File: src/logic/lsu_params.svh
`ifndef LSU_PARAMS_SVH
`define LSU_PARAMS_SVH

`define ROB_WIDTH 4
`define DATA_WIDTH 32
`define ADDR_WIDTH 10 // word address into the data RAM

`define N_AGU 2
`define N_LQ 2
`define N_SQ 4

`endif

File: src/logic/cdb_pkg.sv
`include "lsu_params.svh"

package cdb_pkg;

	typedef logic [`ROB_WIDTH-1:0] rob_tag_t;
	typedef logic [`DATA_WIDTH-1:0] data_t;

	typedef struct packed {
		logic     ready; // value holds when set
		rob_tag_t tag;
		data_t    value;
	} operand_t;

	typedef struct packed {
		logic     valid;
		rob_tag_t tag;
		data_t    data;
	} cdb_t;

	// snoop one bus word for a waiting operand
	function automatic operand_t capture(operand_t opd, cdb_t bus);
		operand_t res;
		res = opd;
		if (!opd.ready && bus.valid && bus.tag == opd.tag) begin
			res.ready = 1'b1;
			res.value = bus.data;
		end
		return res;
	endfunction

endpackage

File: src/logic/lsu_pkg.sv
`include "lsu_params.svh"

package lsu_pkg;

	typedef logic [`ADDR_WIDTH-1:0] addr_t;

	// one index type for both queues
	typedef logic [$clog2(`N_SQ > `N_LQ ? `N_SQ : `N_LQ)-1:0] slot_t;

	typedef logic [$clog2(`N_LQ+1)-1:0] lq_count_t;
	typedef logic [$clog2(`N_SQ+1)-1:0] sq_count_t;

	typedef union packed {
		logic signed [15:0] offset; // register-relative
		struct packed {
			logic [15-`ADDR_WIDTH:0] pad; // ignored
			addr_t                   addr;
		} abs;
	} mem_imm_u;

	typedef struct packed {
		logic               is_store;
		logic               absolute;
		cdb_pkg::rob_tag_t  dest_tag;
		cdb_pkg::operand_t  base;
		cdb_pkg::operand_t  store_data;
		mem_imm_u           imm;
	} mem_issue_t;

	typedef struct packed {
		logic  valid;
		logic  is_store; // selects the queue
		slot_t slot;
		addr_t addr;
	} addr_write_t;

endpackage

File: src/logic/addr_gen_station.sv
`timescale 1ns/1ps
`include "lsu_params.svh"

module addr_gen_station (
	input  logic                 clk,
	input  logic                 reset,
	input  logic                 accept,
	input  lsu_pkg::mem_issue_t  issue,
	input  lsu_pkg::slot_t       new_slot,
	input  cdb_pkg::cdb_t        cdb,
	input  logic                 lq_pop,
	input  logic                 sq_pop,
	output logic                 agu_space,
	output lsu_pkg::addr_write_t addr_write
);
	import cdb_pkg::*;
	import lsu_pkg::*;

	typedef struct packed {
		logic        is_store;
		operand_t    base;
		logic [15:0] offset;
		slot_t       slot; // index in the target queue, tracks its pops
	} agu_entry_t;

	typedef logic [$clog2(`N_AGU+1)-1:0] agu_count_t;
	typedef logic [$clog2(`N_AGU)-1:0] agu_idx_t;

	agu_count_t count;
	agu_entry_t ent [`N_AGU]; // packed from 0, oldest first
	agu_entry_t upd [`N_AGU];
	agu_entry_t nxt [`N_AGU];
	agu_entry_t new_e;
	agu_entry_t sel;
	logic       push;
	logic       dispatch;
	agu_idx_t   disp_idx;
	data_t      sum;

	assign push = accept && !issue.absolute;

	always_comb begin
		new_e.is_store = issue.is_store;
		new_e.base     = capture(issue.base, cdb);
		new_e.offset   = issue.imm.offset;
		new_e.slot     = new_slot; // already accounts for this cycle's pop
	end

	always_comb begin
		for (int j = 0; j < `N_AGU; j++) begin
			upd[j]      = ent[j];
			upd[j].base = capture(ent[j].base, cdb);
			if (ent[j].is_store ? sq_pop : lq_pop)
				upd[j].slot = ent[j].slot - 1'b1;
		end
	end

	// oldest ready entry, only registered operands count
	always_comb begin
		dispatch = 1'b0;
		disp_idx = '0;
		for (int j = `N_AGU-1; j >= 0; j--) begin
			if (j < count && ent[j].base.ready) begin
				dispatch = 1'b1;
				disp_idx = agu_idx_t'(j);
			end
		end
	end

	assign sel = ent[disp_idx];
	assign sum = sel.base.value + `DATA_WIDTH'($signed(sel.offset));

	assign addr_write = '{
		valid:    dispatch,
		is_store: sel.is_store,
		slot:     sel.slot,
		addr:     sum[`ADDR_WIDTH-1:0]
	};

	// drop the dispatched entry and close the gap
	always_comb begin
		int n;
		n = 0;
		for (int j = 0; j < `N_AGU; j++)
			nxt[j] = upd[j];
		for (int j = 0; j < `N_AGU; j++) begin
			if (j < count && !(dispatch && disp_idx == j)) begin
				nxt[n] = upd[j];
				n++;
			end
		end
		if (push)
			nxt[n] = new_e;
	end

	assign agu_space = (count < `N_AGU) || dispatch;

	always_ff @(posedge clk) begin
		if (reset)
			count <= '0;
		else
			count <= count + push - dispatch;
	end

	always_ff @(posedge clk) begin
		ent <= nxt;
	end

	a_agu_overflow: assert property (@(posedge clk) disable iff (reset)
		push |-> (count < `N_AGU) || dispatch);

endmodule

File: config.mk
export PLATFORM = sky130hd
export DESIGN_NAME = addr_gen_station
export DESIGN_NICKNAME = d
export VERILOG_FILES = /design/src/logic/cdb_pkg.sv /design/src/logic/lsu_pkg.sv /design/src/logic/addr_gen_station.sv
export VERILOG_INCLUDE_DIRS = /design/src /design/src/logic
export SDC_FILE = /design/constraint.sdc
export NUM_CORES = 1
export LEC_CHECK = 0
export ABC_CLOCK_PERIOD_IN_PS = 4500
export BUFFER_PORTS_ARGS = -buffer_cell sky130_fd_sc_hd__buf_2
export CORE_UTILIZATION = 35
export DETAILED_ROUTE_END_ITERATION = 7
export PLACE_DENSITY = 0.66
export RECOVER_POWER = 25
export SLEW_MARGIN = 15
export SYNTH_ARGS = -nofsm -noshare
export SYNTH_HDL_FRONTEND = slang
export SYNTH_SLANG_ARGS = --single-unit
File: constraint.sdc
create_clock -name clk -period 4.5 [get_ports clk]
set_input_delay 1.35 -clock clk [delete_from_list [all_inputs] [get_ports clk]]
set_output_delay 1.35 -clock clk [all_outputs]
set_load 0.005 [all_outputs]
* After elaboration in Yosys (flattened, before gate mapping)
Cells that the tools add are included.
Widths: inputs -> output; s select.
** Cells by class
- Add/subtract/negate cells :: 6
- $lt $le $gt $ge :: 8
- Eq/ne operators :: 3
- Muxes and demuxes :: 26
- Bitwise gates (word level) :: 4
- Reductions and logical operators :: 22
** Operator list (count)
- $mux 56 :: 5
- $bwmux 112 :: 2
- $mux 112 :: 2
- $mux 32 :: 4
- $demux 56 s1 :: 2
- $ge 32x2->1 const B :: 2
- $lt 32x1->1 const B :: 2
- $not 32->32 :: 2
- $add 32x2->32 const B :: 1
- $logic_and 1x1->1 :: 15
- $eq 4x4->1 :: 3
- $add 10x10->10 :: 1
- $mux 1 :: 9
- $logic_not 1->1 :: 6
- $lt 1x2->1 const A :: 2
- $mux 2 :: 2
- $sub 2x1->2 const B :: 2
- $add 2x1->2 :: 1
- $ge 2x2->1 const B :: 1
- $lt 2x2->1 const B :: 1
- $not 1->2 :: 1
- $sub 2x1->2 :: 1
- $logic_or 1x1->1 :: 1
- $not 1->1 :: 1
** Word-level totals
- Register bits :: 114

* Logic depth before layout (Yosys ltp)
- Depth in word-level cells :: 18
- Mapped depth :: 11

* Worst setup path after synthesis
OpenSTA, ideal clock, no wires.
- Path kind :: reg-to-output
- Start :: register count[1]
- End :: output addr_write[8] (netlist bit)
- Data arrival time :: 2.875 ns
- Required time :: 3.150 ns
- Path slack :: 0.275 ns
- Cell stages (with the launch flop) :: 12
- Path buffers :: 2
- Path through :: dfxtp_1 > buf_2 > nand3b_1 > clkbuf_1 > mux2_2 > ha_1 > fa_1 > a21o_1 > a21oi_1 > o21ai_0 > o41ai_1 > xnor2_1
** RTL lines
- start, declared :: line addr_gen_station.sv:29 : agu_count_t count;
- start signal, assigned :: line addr_gen_station.sv:102 : count <= count + push - dispatch;
- end, declared :: line addr_gen_station.sv:14 : output lsu_pkg::addr_write_t addr_write

==> results.md <==
- Worst setup EP type: primary output
- FF/Latch Area: 0.00131 sq mm
- CTS tree: yes
- Comb pwr share: between 60% and 70%
- Top_reg_cell synth: dfxtp_1
- Mean Syn Cell Area: approximately 8.7 sq um
- Total GRT Usage: 19.2%
- # H-tree levels: 3
- Clk buf depth: 2
- Proportion of layout cells with a drive suffix above 1: roughly a quarter
- Leak: 0.00191 uW
- Switching Share: 42.7%
- Setup Total Neg Slack: 0 ns
- Worst slew pin tran: between 2 and 2.5 ns
- FP Rows: 36
- Worst hold-check path type: flop to flop
- FF+latch count, synth: 58
- Slew margin rel.: -36.4%
- ANT nets after route: 0
- CP delay by family, top: compound AO/OA/AOI/OAI gates
- Critical path type: flop to primary output
- Area occupied by multi-input gates: around 0.0022 sq mm
- Outcome: finished with violations
- Height of the die: 104 um
- Initial antenna violation count: 0
- Pre-CTS setup slack: 0.248 ns
- Clk slew on worst S/H paths: 0.07 ns
- Area growth syn-to-layout: 17.5%
- Clk_lat worst skew: 0.35 ns
- CTS sink cnt: slightly below 60
- Largest net degree at the start of global routing: 44
- Routed wire length per instance: 16.4 um
- Via Count: 3318
- Unrepaired setup endpoints after global routing: false
- Syn. warnings: 0
- # DRC: 0
- Fmax: 230 MHz
- Dpl hpwl: 6.96 mm
- GRT overflow: 0
- Crit path cell chain: nand3b_1 -> buf_4 -> buf_6 -> mux2_2 -> fa_1 -> a21o_1 -> a21oi_2 -> o21ai_1 -> o41ai_2 -> xnor2_1 -> buf_2
- Most frequent cells in the layout: nand2_1 (69), buf_2 (63), dfxtp_1 (43)
- Drt total wl: 10.1 mm
- Post-synth cell types: 46
- Crit path buffers/inverters: 3
- Switching pwr: ~1400 uW
- CTS Buf Count: 9
- Iter 0 DRT Violations: 222
- Final setup violation count: 0
- Antenna cells: 0
- Clk root buf: clkbuf_8
- Worst Skew: 0.00726 ns
- Endpoints failing hold: 0
- Post-synth ARST share: 0%
- Die Width: ~100 um
- Max_cap viols: 1
- Starting Density: between 30% and 40%
- Fin worst setup slack: 0.160 ns
- Sequential share of power: 27.1%
- # hold bufs at CTS: 0
- Initial DRT Pass Iterations: 5
- Violations in the final reports: max-capacitance violations, max-slew violations
- Period utilization: roughly 96%
- Max IR drop VDD: 0.249 mV
- Worst path arrival time: 2.99 ns
- Clock share of power: 12.6%
- CP startpoint kind: flop
- PortBufs: 63
- Max-slew violations: 44
- First-pass GRT wire length: 16.3 mm
- Post-synth EDFFs: 15
- Vias in the first global route: 3241
- Gate Count Post-Synth: 421
- Commonest non-fill, non-tap cell in the layout: nand2_1
- Vias/cell: 5.36
- Syn_nets: 574
- Sequential area share after synthesis: 35.9%
- CP peak stage delay: 0.48 ns
- Final Wtd Congestion: approximately 0.79
- Pint: 1940 uW
- Die ar.: about 0.011 sq mm
- Slowest cell on crit path: fa_1
- CP max FO: 10
- Final Net Count: approximately 640
- Core area: roughly 0.01 sq mm
- Top Ports: 155
- Synthesized cell area: 0.00365 sq mm
- Power per cell area: 788 mW/mm^2
- CP required: 3.15 ns
- FILL cells: 1016
- Post-layout min period: 4.34 ns
-- cell type report --
type | instances | share of cell area [%]
multi-input cells | 319 | 50.5
flip-flops and latches | 58 | 30.6
repair buffers | 75 | 9.45
well taps | 133 | 3.88
clock buffers | 9 | 2.89
inverters | 19 | 1.66
clock inverters | 6 | 1.02
-- kinds of logic (layout without fill, tap and decap cells) --
logic type      Yosys count  count (layout)  share of synthesized area (%)
buf+inv                  44             109                           5.00
compound gates           89              89                           17.3
fa+ha+maj                13              13                           4.66
simple gates            152             152                           19.0
mux                      44              44                           13.0
xor+xnor                 21              21                           5.04
flops                    58              58                           35.9
-- power by group through the flow --
stage | registers [uW] | clock network [uW] | logic [uW]
3_5_place_dp | 923 | 0 | 2000
3_3_place_gp | 915 | 0 | 1960
2_1_floorplan | 892 | 0 | 1400
6_report | 916 | 424 | 2040
4_1_cts | 915 | 435 | 2030
5_1_grt | 943 | 457 | 2280
-- state kept, by name, summed over array words and instances, names as in the netlist --
register	count
ent	56
count	2
-- cells in the mapped netlist, types with 2 or more instances --
cell      count  area, sq um
nor2_1       30          113
buf_2         5         25.0
and2_1        3         18.8
dfxtp_1      43          861
inv_2         2         7.51
edfxtp_1     15          450
mux2i_1      19          190
a21oi_1      16         80.1
xnor2_1      11         96.3
nor3_1        5         25.0
and3_1       16          100
nand3b_1      2         15.0
a211o_1       8         70.1
inv_1        17         63.8
mux2_2       24          270
nand2b_1      5         31.3
a31oi_1      19          119
nor2b_1       5         31.3
clkbuf_1     17         63.8
nand3_1       4         20.0
nand2_1      69          259
xor2_1       10         87.6
or3_1         2         12.5
o22ai_1      10         62.6
o21ai_0       7         35.0
a211oi_1      5         37.5
o41ai_1       2         17.5
ha_1         12          150
a21o_1        5         37.5
nor4_1       10         62.6
o31a_1        8         70.1
-- worst paths after layout --
check,start,endpoint,slack (ns),depth (start not counted)
max,ent[54]$_DFF_P_,addr_write[8],0.16,11
min,ent[64]$_DFF_P_,ent[64]$_DFF_P_,0.48,2
max reg2reg,ent[54]$_DFF_P_,ent[63]$_DFF_P_,1.50,8
min reg2reg,ent[64]$_DFF_P_,ent[64]$_DFF_P_,0.48,2
-- metrics by stage --
step | cells | area, sq um | hold slack (ns) | util (%) | total power [uW]
final | 619 | 4290 | 0.478 | 43.1 | 3380
after floorplan | 421 | 3650 | 0.448 | - | 2300
after global routing | 619 | 4290 | 0.502 | 43.1 | 3680
after detailed placement | 603 | 4100 | 0.459 | 41.2 | 2920
after global placement | 603 | 4100 | 0.458 | 41.2 | 2870
after CTS | 619 | 4290 | 0.476 | 43.1 | 3380
-- worst min-delay path: cells and delay by family, from the launching register on --
family / cells / cell delay, ns
flip-flops: 1 / 0.31
AND/OR/NAND/NOR: 1 / 0.05
AO/OA/AOI/OAI: 1 / 0.07
-- layer usage --
metal	GRT usage [%]	vias to the layer above	part of all wire, %
li1	-	1633	-
met3	5.08	12	8.3
met1	25.9	1530	45
met5	0	-	0
met2	30.3	143	45
met4	4.59	0	1.2
-- what timing repair did --
item / 4_1_cts / 5_1_grt
endpoints found under the setup margin: 1 / 2
resized for setup: 3 / 2
pin swaps: 1 / 0
setup buffers: 1 / 0
No activity file was read; power rests on OpenSTA's default activity.
