**src/logic/lsu_params.svh**
```systemverilog
`ifndef LSU_PARAMS_SVH
`define LSU_PARAMS_SVH

`define ROB_WIDTH 4
`define DATA_WIDTH 32
`define ADDR_WIDTH 10 // word address into the data RAM

`define N_AGU 2
`define N_LQ 2
`define N_SQ 4

`endif

```
**src/logic/cdb_pkg.sv**
```systemverilog
`include "lsu_params.svh"

package cdb_pkg;

	typedef logic [`ROB_WIDTH-1:0] rob_tag_t;
	typedef logic [`DATA_WIDTH-1:0] data_t;

	typedef struct packed {
		logic     ready; // value holds when set
		rob_tag_t tag;
		data_t    value;
	} operand_t;

	typedef struct packed {
		logic     valid;
		rob_tag_t tag;
		data_t    data;
	} cdb_t;

	// snoop one bus word for a waiting operand
	function automatic operand_t capture(operand_t opd, cdb_t bus);
		operand_t res;
		res = opd;
		if (!opd.ready && bus.valid && bus.tag == opd.tag) begin
			res.ready = 1'b1;
			res.value = bus.data;
		end
		return res;
	endfunction

endpackage

```
**src/logic/lsu_pkg.sv**
```systemverilog
`include "lsu_params.svh"

package lsu_pkg;

	typedef logic [`ADDR_WIDTH-1:0] addr_t;

	// one index type for both queues
	typedef logic [$clog2(`N_SQ > `N_LQ ? `N_SQ : `N_LQ)-1:0] slot_t;

	typedef logic [$clog2(`N_LQ+1)-1:0] lq_count_t;
	typedef logic [$clog2(`N_SQ+1)-1:0] sq_count_t;

	typedef union packed {
		logic signed [15:0] offset; // register-relative
		struct packed {
			logic [15-`ADDR_WIDTH:0] pad; // ignored
			addr_t                   addr;
		} abs;
	} mem_imm_u;

	typedef struct packed {
		logic               is_store;
		logic               absolute;
		cdb_pkg::rob_tag_t  dest_tag;
		cdb_pkg::operand_t  base;
		cdb_pkg::operand_t  store_data;
		mem_imm_u           imm;
	} mem_issue_t;

	typedef struct packed {
		logic  valid;
		logic  is_store; // selects the queue
		slot_t slot;
		addr_t addr;
	} addr_write_t;

endpackage

```
**src/logic/load_queue.sv**
```systemverilog
`timescale 1ns/1ps
`include "lsu_params.svh"

module load_queue (
	input  logic                 clk,
	input  logic                 reset,
	input  logic                 accept,
	input  lsu_pkg::mem_issue_t  issue,
	input  lsu_pkg::sq_count_t   store_count,
	input  lsu_pkg::addr_write_t addr_write,
	output lsu_pkg::sq_count_t   older_stores,
	output lsu_pkg::addr_t       head_addr,
	input  logic                 older_resolved,
	input  logic                 fwd_hit,
	input  cdb_pkg::data_t       fwd_data,
	input  cdb_pkg::data_t       ram_rdata,
	output lsu_pkg::addr_t       ram_raddr,
	output logic                 lq_space,
	output lsu_pkg::slot_t       next_slot,
	output logic                 lq_pop,
	input  logic                 sq_pop,
	output logic                 load_valid,
	output cdb_pkg::cdb_t        load_result,
	input  logic                 load_ready
);
	import cdb_pkg::*;
	import lsu_pkg::*;

	typedef struct packed {
		rob_tag_t  tag;
		logic      addr_valid;
		addr_t     addr;
		sq_count_t older; // stores ahead of this load
	} lq_entry_t;

	lq_count_t count;
	lq_entry_t ent [`N_LQ];
	lq_entry_t upd [`N_LQ];
	lq_entry_t nxt [`N_LQ];
	lq_entry_t new_e;
	logic      push;
	logic      eligible;
	logic      move;
	logic      res_valid;
	rob_tag_t  res_tag;
	data_t     res_data;

	assign push = accept && !issue.is_store;

	always_comb begin
		new_e.tag        = issue.dest_tag;
		new_e.addr_valid = issue.absolute;
		new_e.addr       = issue.imm.abs.addr;
		new_e.older      = store_count - sq_pop;
	end

	always_comb begin
		for (int j = 0; j < `N_LQ; j++) begin
			upd[j] = ent[j];
			if (addr_write.valid && !addr_write.is_store && addr_write.slot == j) begin
				upd[j].addr_valid = 1'b1;
				upd[j].addr       = addr_write.addr;
			end
			if (sq_pop && ent[j].older != '0)
				upd[j].older = ent[j].older - 1'b1;
		end
	end

	assign older_stores = ent[0].older;
	assign head_addr    = ent[0].addr;

	assign eligible = count != '0 && ent[0].addr_valid && older_resolved;
	assign move     = eligible && (!res_valid || load_ready);
	assign lq_pop   = move;

	assign next_slot = slot_t'(count - move);
	assign lq_space  = (count < `N_LQ) || move;

	always_comb begin
		for (int j = 0; j < `N_LQ; j++)
			nxt[j] = upd[j];
		if (move) begin
			for (int j = 0; j < `N_LQ-1; j++)
				nxt[j] = upd[j+1];
		end
		for (int j = 0; j < `N_LQ; j++) begin
			if (push && next_slot == j)
				nxt[j] = new_e;
		end
	end

	// read the next head so the word is there when it arrives
	assign ram_raddr = nxt[0].addr;

	always_ff @(posedge clk) begin
		if (reset)
			count <= '0;
		else
			count <= count + push - move;
	end

	always_ff @(posedge clk) begin
		ent <= nxt;
	end

	always_ff @(posedge clk) begin
		if (reset)
			res_valid <= 1'b0;
		else if (move)
			res_valid <= 1'b1;
		else if (load_ready)
			res_valid <= 1'b0;
		if (move) begin
			res_tag  <= ent[0].tag;
			res_data <= fwd_hit ? fwd_data : ram_rdata;
		end
	end

	assign load_valid  = res_valid;
	assign load_result = '{valid: res_valid, tag: res_tag, data: res_data};

	a_result_hold: assert property (@(posedge clk) disable iff (reset)
		load_valid && !load_ready |=> load_valid && $stable(load_result));

endmodule

```
**config.mk**
```make
export PLATFORM = sky130hd
export DESIGN_NAME = load_queue
export DESIGN_NICKNAME = d
export VERILOG_FILES = /design/src/logic/cdb_pkg.sv /design/src/logic/lsu_pkg.sv /design/src/logic/load_queue.sv
export VERILOG_INCLUDE_DIRS = /design/src /design/src/logic
export SDC_FILE = /design/constraint.sdc
export NUM_CORES = 1
export LEC_CHECK = 0
export ABC_AREA = 0
export BUFFER_PORTS_ARGS = -buffer_cell sky130_fd_sc_hd__buf_2
export CORE_MARGIN = 2
export CORE_UTILIZATION = 35
export DETAILED_ROUTE_END_ITERATION = 10
export HOLD_SLACK_MARGIN = 0.08
export PLACE_DENSITY_LB_ADDON = 0.15
export SLEW_MARGIN = 15
export SYNTH_ARGS = -nofsm -noshare
export SYNTH_HDL_FRONTEND = slang
export SYNTH_SLANG_ARGS = --single-unit
```
**constraint.sdc**
```tcl
create_clock -name clk -period 2.4 [get_ports clk]
set_input_delay 0 -clock clk [delete_from_list [all_inputs] [get_ports clk]]
set_output_delay 0 -clock clk [all_outputs]
set_load 0.05 [all_outputs]
```
# --- After elaboration in Yosys (flattened, before gate mapping) ---
# Cells that the tools add are included.
totals:
  ram_bits: 0
  latchBits: 0
  out_inout_bits: 65
  regBits: 75
  mem_bits_ro: 0
  input_bits: 184
  mem_count: 0
classes:
  n_bitwise: 0
  n_eq_ne: 2
  div_mod_pow: 0
  shift: 0
  n_mux: 10
  multipliers: 0
  order_cmp: 1
  add_sub_neg: 6
  n_reduce_logical: 25
ops:
  columns: ["cell", "count"]
  rows:
  - ["two-way mux 18 bit", 2]
  - ["two-way mux 32 bit", 1]
  - ["two-way mux 11 bit", 2]
  - ["two-way mux 14 bit", 1]
  - ["nonzero test 3 bit", 4]
  - ["logical AND 1 bit", 11]
  - ["two-way mux 3 bit", 2]
  - ["nonzero test 2 bit", 3]
  - ["subtractor 3 x 1 -> 3 bit, second input constant", 2]
  - ["== test 2 x 1 -> 1 bit, second input constant", 2]
  - ["logical NOT 2 bit", 2]
  - ["subtractor 2 x 1 -> 2 bit", 2]
  - ["logical NOT 1 bit", 3]
  - ["subtractor 3 x 1 -> 3 bit", 1]
  - ["adder 2 x 1 -> 2 bit", 1]
  - ["logical OR 1 bit", 2]
  - ["< comparator 2 bit, second input constant", 1]
  - ["two-way mux 1 bit", 2]

# --- Depth between registers and ports, before layout ---
# Gate-level depths: netlist (run 1).
depth:
  ltp_word: 8
  mapped_depth: 9
  depth_no_buf: 7

# --- Worst setup path after synthesis (run 1) ---
# Ideal clock, no wire load.
synth_timing:
  path_type: "register to register"
  startpoint: "register res_valid (netlist: load_valid)"
  endpoint: "register count[1]"
  stages_incl_launch_ff: 9
  arrival_ns: 2.566
  setup_slack_ns: -0.245
  path_buffers: 1
  path_cell_list: "dfxtp_1 > nor2b_4 > nor3_4 > buf_2 > xnor2_1 > ha_1 > xor2_1 > and3_1 > nor3_1"
synth_between:
  elab_chain_cells: 4
synth_rtl:
  columns: ["item", "line_no", "text"]
  rows:
  - ["start, declared", "load_queue.sv:44", "logic res_valid;"]
  - ["start signal, assigned", "load_queue.sv:108", "res_valid <= 1'b0;"]
  - ["start signal, assigned", "load_queue.sv:110", "res_valid <= 1'b1;"]
  - ["start signal, assigned", "load_queue.sv:112", "res_valid <= 1'b0;"]
  - ["logical NOT 1 bit", "load_queue.sv:73", "assign move = eligible && (!res_valid || load_ready);"]
  - ["logical OR 1 bit", "load_queue.sv:73", null]
  - ["logical AND 1 bit", "load_queue.sv:73", null]
  - ["named net lq_pop", "load_queue.sv:20", "output logic lq_pop,"]
  - ["subtractor 2 x 1 -> 2 bit", "load_queue.sv:99", "count <= count + push - move;"]
  - ["end signal, assigned", "load_queue.sv:99", null]
  - ["end, declared", "load_queue.sv:36", "lq_count_t count;"]
# The timed path passes the listed nets, and every way through them passes these cells.
# A chain may end at the register's enable or synchronous reset.

==> results of run 1 <==
[state kept, by name, indices dropped and copies added, names as in the netlist]
register      flops
res_tag           4
older_stores      3
load_valid        1
ent              23
head_addr        10
res_data         32
count             2
[worst max-delay path: stages, from the launching register on]
cell                            delay [ns]
sky130_fd_sc_hd__edfxtp_1             0.37
sky130_fd_sc_hd__and2_1               0.19
sky130_fd_sc_hd__nand4b_1             0.20
sky130_fd_sc_hd__a211oi_4             0.42
sky130_fd_sc_hd__buf_4                0.27
sky130_fd_sc_hd__mux2i_1              0.20
sky130_fd_sc_hd__dlygate4sd3_1        0.55
[routing by layer]
layer | track usage | vias to the layer above | wire length (um)
li1 | - | 1460 | -
met1 | 0.164 | 1337 | 3630
met2 | 0.267 | 130 | 4400
met3 | 0.0448 | 11 | 660
met4 | 0.0427 | 0 | 88
met5 | 0 | - | 0
[worst min-delay path by stage]
stage	from	endpoint	slack, ns	cells after the start
after detailed placement	issue[93]	ent[17]$_DFFE_PP_	0.20	1
after floorplan	reset	load_valid$_SDFFE_PP0P_	0.07	1
final	addr_write[0]	head_addr[0]$_DFF_P_	0.09	4
after global routing	addr_write[2]	head_addr[2]$_DFF_P_	0.11	4
after CTS	older_resolved	load_valid$_SDFFE_PP0P_	0.08	4
after global placement	issue[92]	ent[16]$_DFFE_PP_	0.19	1
[cells by family after synthesis]
kind of cell	synth area share
flip-flops	0.531
AO/OA/AOI/OAI	0.0174
buffers and inverters	0.0911
AND/OR/NAND/NOR	0.0432
XOR/XNOR	0.00938
multiplexers	0.285
adder cells (fa/ha/maj)	0.0234
[cell usage in the layout, fill, tap and decap left out, types with 2 or more instances in the layout]
master / count
sky130_fd_sc_hd__inv_1: 23
sky130_fd_sc_hd__a21oi_1: 2
sky130_fd_sc_hd__edfxtp_1: 48
sky130_fd_sc_hd__nand2b_1: 2
sky130_fd_sc_hd__a211oi_4: 2
sky130_fd_sc_hd__xnor2_1: 3
sky130_fd_sc_hd__bufinv_16: 2
sky130_fd_sc_hd__ha_1: 7
sky130_fd_sc_hd__nand2_1: 8
sky130_fd_sc_hd__mux2_2: 50
sky130_fd_sc_hd__buf_4: 13
sky130_fd_sc_hd__o21ai_0: 2
sky130_fd_sc_hd__clkinvlp_4: 2
sky130_fd_sc_hd__buf_2: 168
sky130_fd_sc_hd__clkbuf_8: 9
sky130_fd_sc_hd__dlygate4sd3_1: 95
sky130_fd_sc_hd__mux2i_1: 50
sky130_fd_sc_hd__or2_2: 2
sky130_fd_sc_hd__dfxtp_1: 27
[per-stage QoR]
stage	cell area [um^2]	hold slack [ns]
floorplan	3740	0.0691
global placement	4590	0.195
detailed placement	4590	0.197
CTS	5760	0.0825
global route	5830	0.111
finish	5830	0.0949
[area by class of cell]
type                       instances  area, um^2
clock buffer                       9         124
clock inverter                     6        88.8
fill                             846        4490
inverter                          23        86.3
multi-input combinational        143        1450
sequential                        75        1980
tap                              136         170
timing repair buffer             278        1930
[power groups by stage]
stage	clock network, mW	logic (mW)	registers [mW]
3_5_place_dp	0	1.69	1.77
2_1_floorplan	0	1.43	1.84
3_3_place_gp	0	1.66	1.76
6_report	1.06	1.91	1.74
5_1_grt	1.14	2.07	1.76
4_1_cts	1.10	1.91	1.74
[what timing repair did]
item,4_1_cts,5_1_grt
endpoints found under the setup margin,0,11
hold buffers,95,0
buffers inserted,0,7
endpoints found under the hold margin,71,0
==> results list, run 1 <==
- Worst flop-to-flop path endpoint: ent[5]$_DFF_P_
* Ys flop type: sky130_fd_sc_hd__edfxtp_1
- No sink is reached through more buffers than the 2 on the longest clock path.
- The worst setup path is launched from a register.
- Pre-CTS setup slack: about 0.47 ns
* Async SR Flop Fraction: 0
- Across the VDD grid, the largest voltage drop is 0.000710 V.
* Total power divided by cell area: 807 nW/um^2
- Area share of the leading cell type in the synthesized netlist: 0.386
- Latest clock arrival within the worst-skew pair: 0.35 ns
* Fraction of final layout cells sized beyond drive strength 1: 0.481
- Flip-flop and latch count after synthesis: 75
* Num CTS Buffers: 9
* Final-report hold violation count: 0
- Along the worst path, the maximum fanout reaches 8.
- Total number of vias: between 2,000 and 3,000
* Biggest area consumer among synthesized cells: sky130_fd_sc_hd__edfxtp_1
- Measured along the y axis, the die boundary spans 107 um.
- Clock tree synthesis selected as its root buffer the cell sky130_fd_sc_hd__clkbuf_8.
- Remaining global-route overflow: 0
- Sum of negative setup slack: 0 ns
- The first global-routing pass estimated 13,100 um of wire.
- Cell types with the largest area share after synthesis: sky130_fd_sc_hd__edfxtp_1 39%, sky130_fd_sc_hd__mux2_2 15%, sky130_fd_sc_hd__dfxtp_1 14%
* Non-filler cells in the finished layout: 670
* Sequential cell fraction of total power: 0.369
* Final routed wire length divided by cell count: roughly 13 um
* Worst Path Arrival: 2.55 ns
- Mean instance size in the synthesized netlist: between 10 and 15 um^2
- Post-CTS repair changed the size of 0 cells.
- Synthesis produced 277 cells.
- After the last flow step, the layout net total stands at 721.
* Slew Limit Headroom: 0.538
- In the routed design, unresolved DRC markers number 0.
- In this run the critical register-to-register path is launched from ent[31]$_DFFE_PP_.
* Crit path to: ent[5]$_DFF_P_
- Internal reg-to-reg setup slack: 0.14 ns
* LEAKAGE: between 2 and 3 nW
* Reg2Reg Depth: 6
* Maximum Capacitance Violations: 0
* CTS tree: yes
* Time the worst path needs with I/O delays and setup: 2.26 ns
* Slew at the pin closest to its max-slew limit: 0.693 ns
- For this run, the number of Yosys warnings is 0.
* Final worst slack: 0.144 ns
- Total number of clock tree sinks: 75
- In the routed layout, each cell is associated on average with a via count of 4.39.
- Static timing analysis puts the maximum clock frequency at ~0.44 GHz.
- Overall die area: 11,500 um^2
* Die W: 107 um
- For this run, the total global-route usage over all layers was measured as 0.147.
* Cell total after placement: 552
- Entering global routing, the biggest net connects between 40 and 50 pins.
- Total wirelength of the detailed-routed design: 8770 um
* Status: complete, no violations
* Worst path required time: 2.70 ns
* Floorplan core area: 10,300 um^2
* Power share of the clock group: 0.225
- Register area share after synthesis: 0.531
- Commonest cells post-synth: 50 x sky130_fd_sc_hd__mux2_2, 50 x sky130_fd_sc_hd__mux2i_1, 48 x sky130_fd_sc_hd__edfxtp_1, 27 x sky130_fd_sc_hd__dfxtp_1, 25 x sky130_fd_sc_hd__buf_4
* Utilization after layout: 0.565
* Setup repair after global routing missed its margin: false
* H-tree levels: 3
- Switching power share of the total: 0.367
- Beginning of the critical path: ent[31]$_DFFE_PP_
- The initial antenna violation count is 0.
* Syn nets: 468
- Final worst clock skew: 0.0134 ns
- Number of rows created at floorplan: 37
- Initial Util: 0.362
* Count of input and output buffers: 168
- From synthesis to final layout, the design area changed by 56.2%.
* Unique cell type count in the Yosys netlist: 36
* Hold crit path type: primary input to register
- At the end of routability-driven placement, the weighted congestion stood at 0.684.
- Final clock period utilization by the worst path: 0.940
* Total internal power: 2.98 mW
- The pre-antenna-repair detailed-routing pass consisted of 4 iterations.
* Switching power summed over all nets: roughly 1.7 mW
- The critical path is of the register to register type.
- Overall power consumption: 4.71 mW
- In this run the cell area of the synthesized design comes to 3730 um^2.
- During I/O placement, the number of pins put on the boundary was 249.
* Number of global-route vias before repair: 2,880
- After clock tree synthesis, the clock-pin slew on the worst setup and hold paths is 0.08 ns.
* Antenna diode count: 0
- DPL Wire Length: 5800 um
- The count of nets left with antenna violations once routing finished came out at 0.
* Drt initial violations: 58
- Final count of negative-setup-slack endpoints: 0
* Number of enable-type register cells in the synthesized netlist: 48
* Combinational share of power: 0.406
- The worst setup path is captured at a register.
- Pins over their slew limit: 0
Power figures use the tool's default switching activity.
==> run 2, diff against run 1 <==
Settings changed: CORE_MARGIN 2 to default, PLACE_DENSITY_LB_ADDON 0.15 to 0.25.
==> run 2 against run 1 <==
Utilization hardly changed. Clock-buffer cell count increased by 4. Total power is 1.5% lower. Final area about the same. Critical path depth is the same. Wire length increased by 2.3%. Critical endpoint is now ram_raddr[3]. Largest cell class unchanged. Largest power group unchanged.
==> results list, run 2 (synthesized netlist as in run 1, its figures left out) <==
- The run finished with clean final reports.
* Met1 routing resource usage after global routing: 0.187
- Busiest layer in global routing: met2
- Remaining routing DRC violations: 0
- In the final routed layout, each cell accounts on average for 13.3 um.
- STA puts the critical path data arrival time at approximately 2.2 ns.
* Root cell of the clock tree: sky130_fd_sc_hd__clkbuf_8
- Number of global-route vias before repair: between 3,000 and 4,000
- Global routing met2 resource utilization: 0.294
- At the end of the flow the core is filled with cells to 0.565.
- The core region is roughly 10,000 um^2.
* DPL Wire Length: 5700 um
* Time the worst path needs with I/O delays and setup: 2.22 ns
- Dividing the detail-routed via count by the number of cells gives 4.44.
* Post-Route Hold Slack: 0.115 ns
- Cells along the critical path: nor2_1, nor3_4, buf_4, mux2i_1, mux2_2, buf_2
- Count of filler cells inserted in the layout: 849
- Input and output buffers added on the ports amount to 168.
- 0 antenna diodes ended up in the layout.
* Final-report hold violation count: 0
- Total number of clock tree sinks: 75
* Maximum clock frequency: 0.451 GHz
- Buffer depth of the longest clock path: 2
- Largest net degree at the start of global routing: 48
- LEAKAGE: 2.52 nW
- For the pin with the worst max-slew slack, the measured transition is 0.725 ns.
- CTS resizes: 0
- Hold crit path type: primary input to register
* Leading cell type in the layout, fill and taps excluded: sky130_fd_sc_hd__buf_2
* H-tree levels: 3
- Top-level port count: 249
- Remaining global-route overflow: 0
- Pins over their slew limit: 0
- Adding up every negative setup slack in the final design gives 0 ns.
- The die covers 11,100 um^2.
- Leading cell types in the layout, fill and taps excluded: 168 x sky130_fd_sc_hd__buf_2, 95 x sky130_fd_sc_hd__dlygate4sd3_1, 50 x sky130_fd_sc_hd__mux2i_1, 50 x sky130_fd_sc_hd__mux2_2, 48 x sky130_fd_sc_hd__edfxtp_1
- The worst setup path is launched from a register.
- The detailed router finished its first iteration with between 100 and 150 violations.
- Row generation in the floorplan step produced 37 rows.
- On the worst path, the slowest cell contributes a delay of 0.50 ns.
- From synthesis to final layout, the design area changed by 56.2%.
- Reg2Reg Depth: 7
- Cell with the largest stage delay on the worst path: sky130_fd_sc_hd__dfxtp_1
- Across every metal layer, demand over resource in global routing totals 0.163.
* Number of optimization iterations in the first detailed-route pass: 5
- Vertical extent of the die: 105 um
- In this run the worst path has a maximum fanout of 11.
- Once detail routing completed, the nets flagged for antenna violations numbered 0.
* Latest clock arrival within the worst-skew pair: 0.33 ns
* Most flops, register: res_data
- Final worst clock skew: 0.00493 ns
- At the end of routability-driven placement, the weighted congestion stood at 0.722.
- The first global-routing pass estimated 14,300 um of wire.
* Final count of negative-setup-slack endpoints: 0
- CTS tree: yes
- For the worst setup path, the data required time is 2.40 ns.
- Total power divided by cell area: 795 nW/um^2
- Number of cells traversed by the worst hold path: 4
* Global routing met3 resource utilization: 0.0315
- VDD sags by at most 0.000646 V.
- For this block, the routed nets add up to 8970 um of wire.
- Setup repair after global routing left no endpoint under its margin.
- Final clock period utilization by the worst path: 0.924
- Clock-pin slew on the worst setup and hold paths: approximately 0.08 ns
- In this run the horizontal extent of the chip is 105 um.
- Maximum Capacitance Violations: 0
- The initial antenna violation count was 0.
* Fraction of final layout cells sized beyond drive strength 1: 0.476
- The initial utilization of the core area, before any placement, comes to 0.362.
- Max FFs per register: 32
- Crit Path Category: register to output port
- Buffers inserted during clock tree synthesis total 9.
- Total number of vias: roughly 3,000
- At the end of the flow, the number of nets in the layout was 722.
- Slew Limit Headroom: 0.517
* Nature of the critical path endpoint: output port
-- run 2: cell types whose count changed in the layout (fill, tap and decap cells not counted), sizes merged --
cell / delta
clkbuf: +4
clkinvlp: -3
buf: +1
clkinv: +1
inv: -1
-- run 2: where the power goes --
part / internal [mW] / switching [mW] / leakage, nW / total [mW]
clock: 0.587 / 0.449 / 0.102 / 1.04
combinational: 0.707 / 1.15 / 1.75 / 1.86
sequential: 1.65 / 0.0936 / 0.668 / 1.74
-- run 2: cell type report --
class	count	area [um^2]	area share
Inverter	23	86.3	0.0148
Clock buffer	13	139	0.0238
Multi-Input combinational cell	143	1450	0.248
Sequential cell	75	1980	0.340
Clock inverter	3	65.1	0.0112
Tap cell	136	170	0.0292
Timing Repair Buffer	279	1940	0.333
-- run 2: timing repair --
| action | CTS | global route |
|---|---|---|
| endpoints found under the setup margin | 0 | 3 |
| endpoints found under the hold margin | 68 | 0 |
| buffers inserted | 0 | 7 |
| hold buffers | 95 | 0 |
-- run 2: worst paths after layout --
check | start | endpoint | slack (ns)
setup / recovery | count[1]$_SDFF_PP0_ | ram_raddr[3] | 0.18
hold / removal | addr_write[5] | head_addr[5]$_DFF_P_ | 0.11
setup reg to reg | load_valid$_SDFFE_PP0P_ | ent[5]$_DFF_P_ | 0.26
hold reg to reg | ent[33]$_DFFE_PP_ | res_tag[1]$_DFFE_PP_ | 0.42
-- run 2: worst max-delay path: cells and delay by family, from the launching register on --
family / cells / cell delay [ns]
buf+inv: 2 / 0.56
flops: 1 / 0.50
simple gates: 2 / 0.44
mux: 2 / 0.39
-- run 2: layer usage --
layer	vias up	routed length [um]
li1	1463	-
met1	1377	3750
met2	130	4390
met3	12	675
met4	0	152
met5	-	0
-- run 2: per-stage QoR --
stage / total power [mW] / worst slack (ns) / std cells / cell area, um^2
finish: 4.64 / 0.181 / 672 / 5830
global route: 4.90 / 0.0206 / 672 / 5830
CTS: 4.66 / 0.0373 / 664 / 5760
detailed placement: 3.46 / 0.508 / 553 / 4600
global placement: 3.42 / 0.504 / 553 / 4600
floorplan: 3.27 / 0.0563 / 277 / 3740
==> run 3, diff against run 2 <==
Settings changed: PLACE_DENSITY from default to 0.69, PLACE_DENSITY_LB_ADDON 0.25 to default.
==> run 3 against run 2 <==
Clock skew up 0.0056 ns. Combinational power about the same. Die area unchanged. Wire length up 0.27%. Critical endpoint is now ent[7]$_DFF_P_. Largest power group unchanged.
==> results list, run 3 (synthesized netlist as in run 1, its figures left out) <==
- Total number of clock tree sinks: 75
* Total power divided by cell area: 778 nW/um^2
- Worst Path Arrival: around 2.6 ns
- The final hold violation count came to 0.
- Utilization after layout: 0.559
- End of the worst hold path: head_addr[8]$_DFF_P_
* CTS tree: yes
* Overall die area: 11,100 um^2
* Slew Limit Headroom: 0.526
- Remaining global-route overflow: 0
- Number of optimization iterations in the first detailed-route pass: 4
- Die W: ~110 um
- Leaving out fill and tap cells, the most frequent cell in the layout is sky130_fd_sc_hd__buf_2.
- Clock-pin slew on the worst setup and hold paths: 0.09 ns
- CTS built an H-tree with a depth of 3.
- Pins over their slew limit: 0
- All-layer global routing usage: 0.164
* Time the worst path needs with I/O delays and setup: 2.26 ns
* Slew at the pin closest to its max-slew limit: ~0.7 ns
- The startpoint identified for the worst register-to-register timing path is ent[31]$_DFFE_PP_.
* Crit Path Category: register to register
- Internal reg-to-reg setup slack: around 0.14 ns
- Nature of the critical path endpoint: register
- Drt initial violations: 130
* Startpoint Class: register
* Number of rows created at floorplan: 37
- Dividing the detail-routed wire length by the instance count gives approximately 13 um.
- Summed over all cells, the static leakage comes to 2.49 nW.
- Combined buffer and inverter count along the critical path: 2
- Top-level port count: 249
- In the layout the commonest cells are 168 x sky130_fd_sc_hd__buf_2, 96 x sky130_fd_sc_hd__dlygate4sd3_1, 50 x sky130_fd_sc_hd__mux2i_1, 50 x sky130_fd_sc_hd__mux2_2, 48 x sky130_fd_sc_hd__edfxtp_1.
- Gp weighted congestion: 0.733
- Critical-path maximum fanout: 9
- Antenna diode count: 0
- TritonCTS created 9 clock buffers.
- Number of cells traversed by the worst hold path: 4
- Total number of vias: 2,965
- The register with the most flip-flops in the layout has 32 of them.
* Number of global-route vias before repair: 3,126
- Antenna violations before repair: 0
- Final clock period utilization by the worst path: 0.943
* Most flops, register: res_data
- The cell family contributing the most delay on the critical path is buffers and inverters.
* Fraction of final layout cells sized beyond drive strength 1: 0.480
* Total wirelength of the detailed-routed design: between 8000 and 9000 um
- Final count of negative-setup-slack endpoints: 0
* Latest clock arrival within the worst-skew pair: 0.34 ns
* Post-layout net count: 719
- Maximum VDD drop: 0.000577 V
* Worst path required time: about 2.7 ns
* Reg2Reg Depth: 6
* Maximum Capacitance Violations: 0
* Buffer depth of the longest clock path: 2
- Maximum clock frequency: 0.442 GHz
- Final worst clock skew: 0.0105 ns
- The flow ran to the end, and the final reports show no timing, DRC or antenna violations.
- DPL Wire Length: 6010 um
- In the final timing run, aggregate negative setup slack is 0 ns.
- The first global-routing pass estimated between 10,000 and 15,000 um of wire.
* Floorplan core area: 10,300 um^2
- Dividing the detail-routed via count by the number of cells gives 4.43.
- Initial Util: 0.362
- Root cell of the clock tree: sky130_fd_sc_hd__clkbuf_8
- Worst flop-to-flop path endpoint: ent[7]$_DFF_P_
- Post-detailed-route count of antenna-violating nets: 0
- Area Overhead vs Synth: 54.4%
- Cell with the largest stage delay on the worst path: sky130_fd_sc_hd__dlygate4sd3_1
- The worst hold path begins at addr_write[8].
- The largest single stage delay on the critical path is 0.56 ns.
* Cells along the critical path: nand2_1, o31a_1, a211oi_4, buf_4, mux2i_1, dlygate4sd3_1
- Entering global routing, the biggest net connects 48 pins.
* Hold crit path type: primary input to register
* Remaining routing DRC violations: 0
- Vertical extent of the die: 105 um
- Count of input and output buffers: 168
[run 3: cell types whose count changed in the layout (fill, tap and decap cells not counted), sizes merged]
cell	previous run	this run
inv	23	25
clkinv	1	5
bufinv	2	0
clkbuf	14	9
dlygate4sd3	95	96
buf	183	180
[run 3: layout make-up]
| class | instances | area, um^2 |
|---|---|---|
| multi-input cells | 143 | 1450 |
| clock buffers | 9 | 124 |
| inverters | 23 | 86.3 |
| repair buffers | 276 | 1900 |
| flip-flops and latches | 75 | 1980 |
| clock inverters | 7 | 50.0 |
| fillers | 857 | 4560 |
| well taps | 136 | 170 |
[run 3: through the flow]
stage / area [um^2] / worst slack (ns) / power [mW] / cells / hold WS [ns]
3_5_place_dp: 4600 / 0.488 / 3.46 / 553 / 0.199
6_report: 5770 / 0.136 / 4.48 / 669 / 0.122
4_1_cts: 5740 / 0.0185 / 4.53 / 665 / 0.0934
3_3_place_gp: 4600 / 0.540 / 3.41 / 553 / 0.197
2_1_floorplan: 3740 / 0.0563 / 3.27 / 277 / 0.0691
5_1_grt: 5770 / -0.00784 / 4.74 / 669 / 0.136
[run 3: timing repair]
item | in CTS | in global routing
setup endpoints to repair | 0 | 5
buffers inserted | 0 | 4
endpoints found under the hold margin | 72 | 0
resized for setup | 0 | 1
hold buffers | 96 | 0
[run 3: how the worst max path moves through the flow]
stage | startpoint | to | depth (start not counted)
after floorplan | load_valid$_SDFFE_PP0P_ | count[1]$_SDFF_PP0_ | 8
after global placement | count[1]$_SDFF_PP0_ | older_stores[1]$_DFFE_PP_ | 5
after detailed placement | count[0]$_SDFF_PP0_ | older_stores[0]$_DFFE_PP_ | 5
after CTS | load_valid$_SDFFE_PP0P_ | ent[11]$_DFF_P_ | 6
after global routing | ent[31]$_DFFE_PP_ | ent[5]$_DFF_P_ | 6
final | ent[31]$_DFFE_PP_ | ent[7]$_DFF_P_ | 6
[run 3: worst min-delay path, stage by stage]
cell                      delay, ns
sky130_fd_sc_hd__buf_2         0.09
sky130_fd_sc_hd__mux2i_1       0.06
sky130_fd_sc_hd__mux2i_1       0.11
sky130_fd_sc_hd__mux2_2        0.17
[run 3: report_power, final]
part           internal (mW)  switching, mW
combinational          0.713           1.16
clock                  0.381          0.491
sequential              1.65         0.0951
total                   2.74           1.74
[run 3: per-layer routing]
metal	track usage	vias up	routed length (um)
li1	-	1465	-
met1	0.173	1366	3600
met4	0.0543	0	78
met2	0.316	126	4710
met3	0.0383	8	609
met5	0	-	0
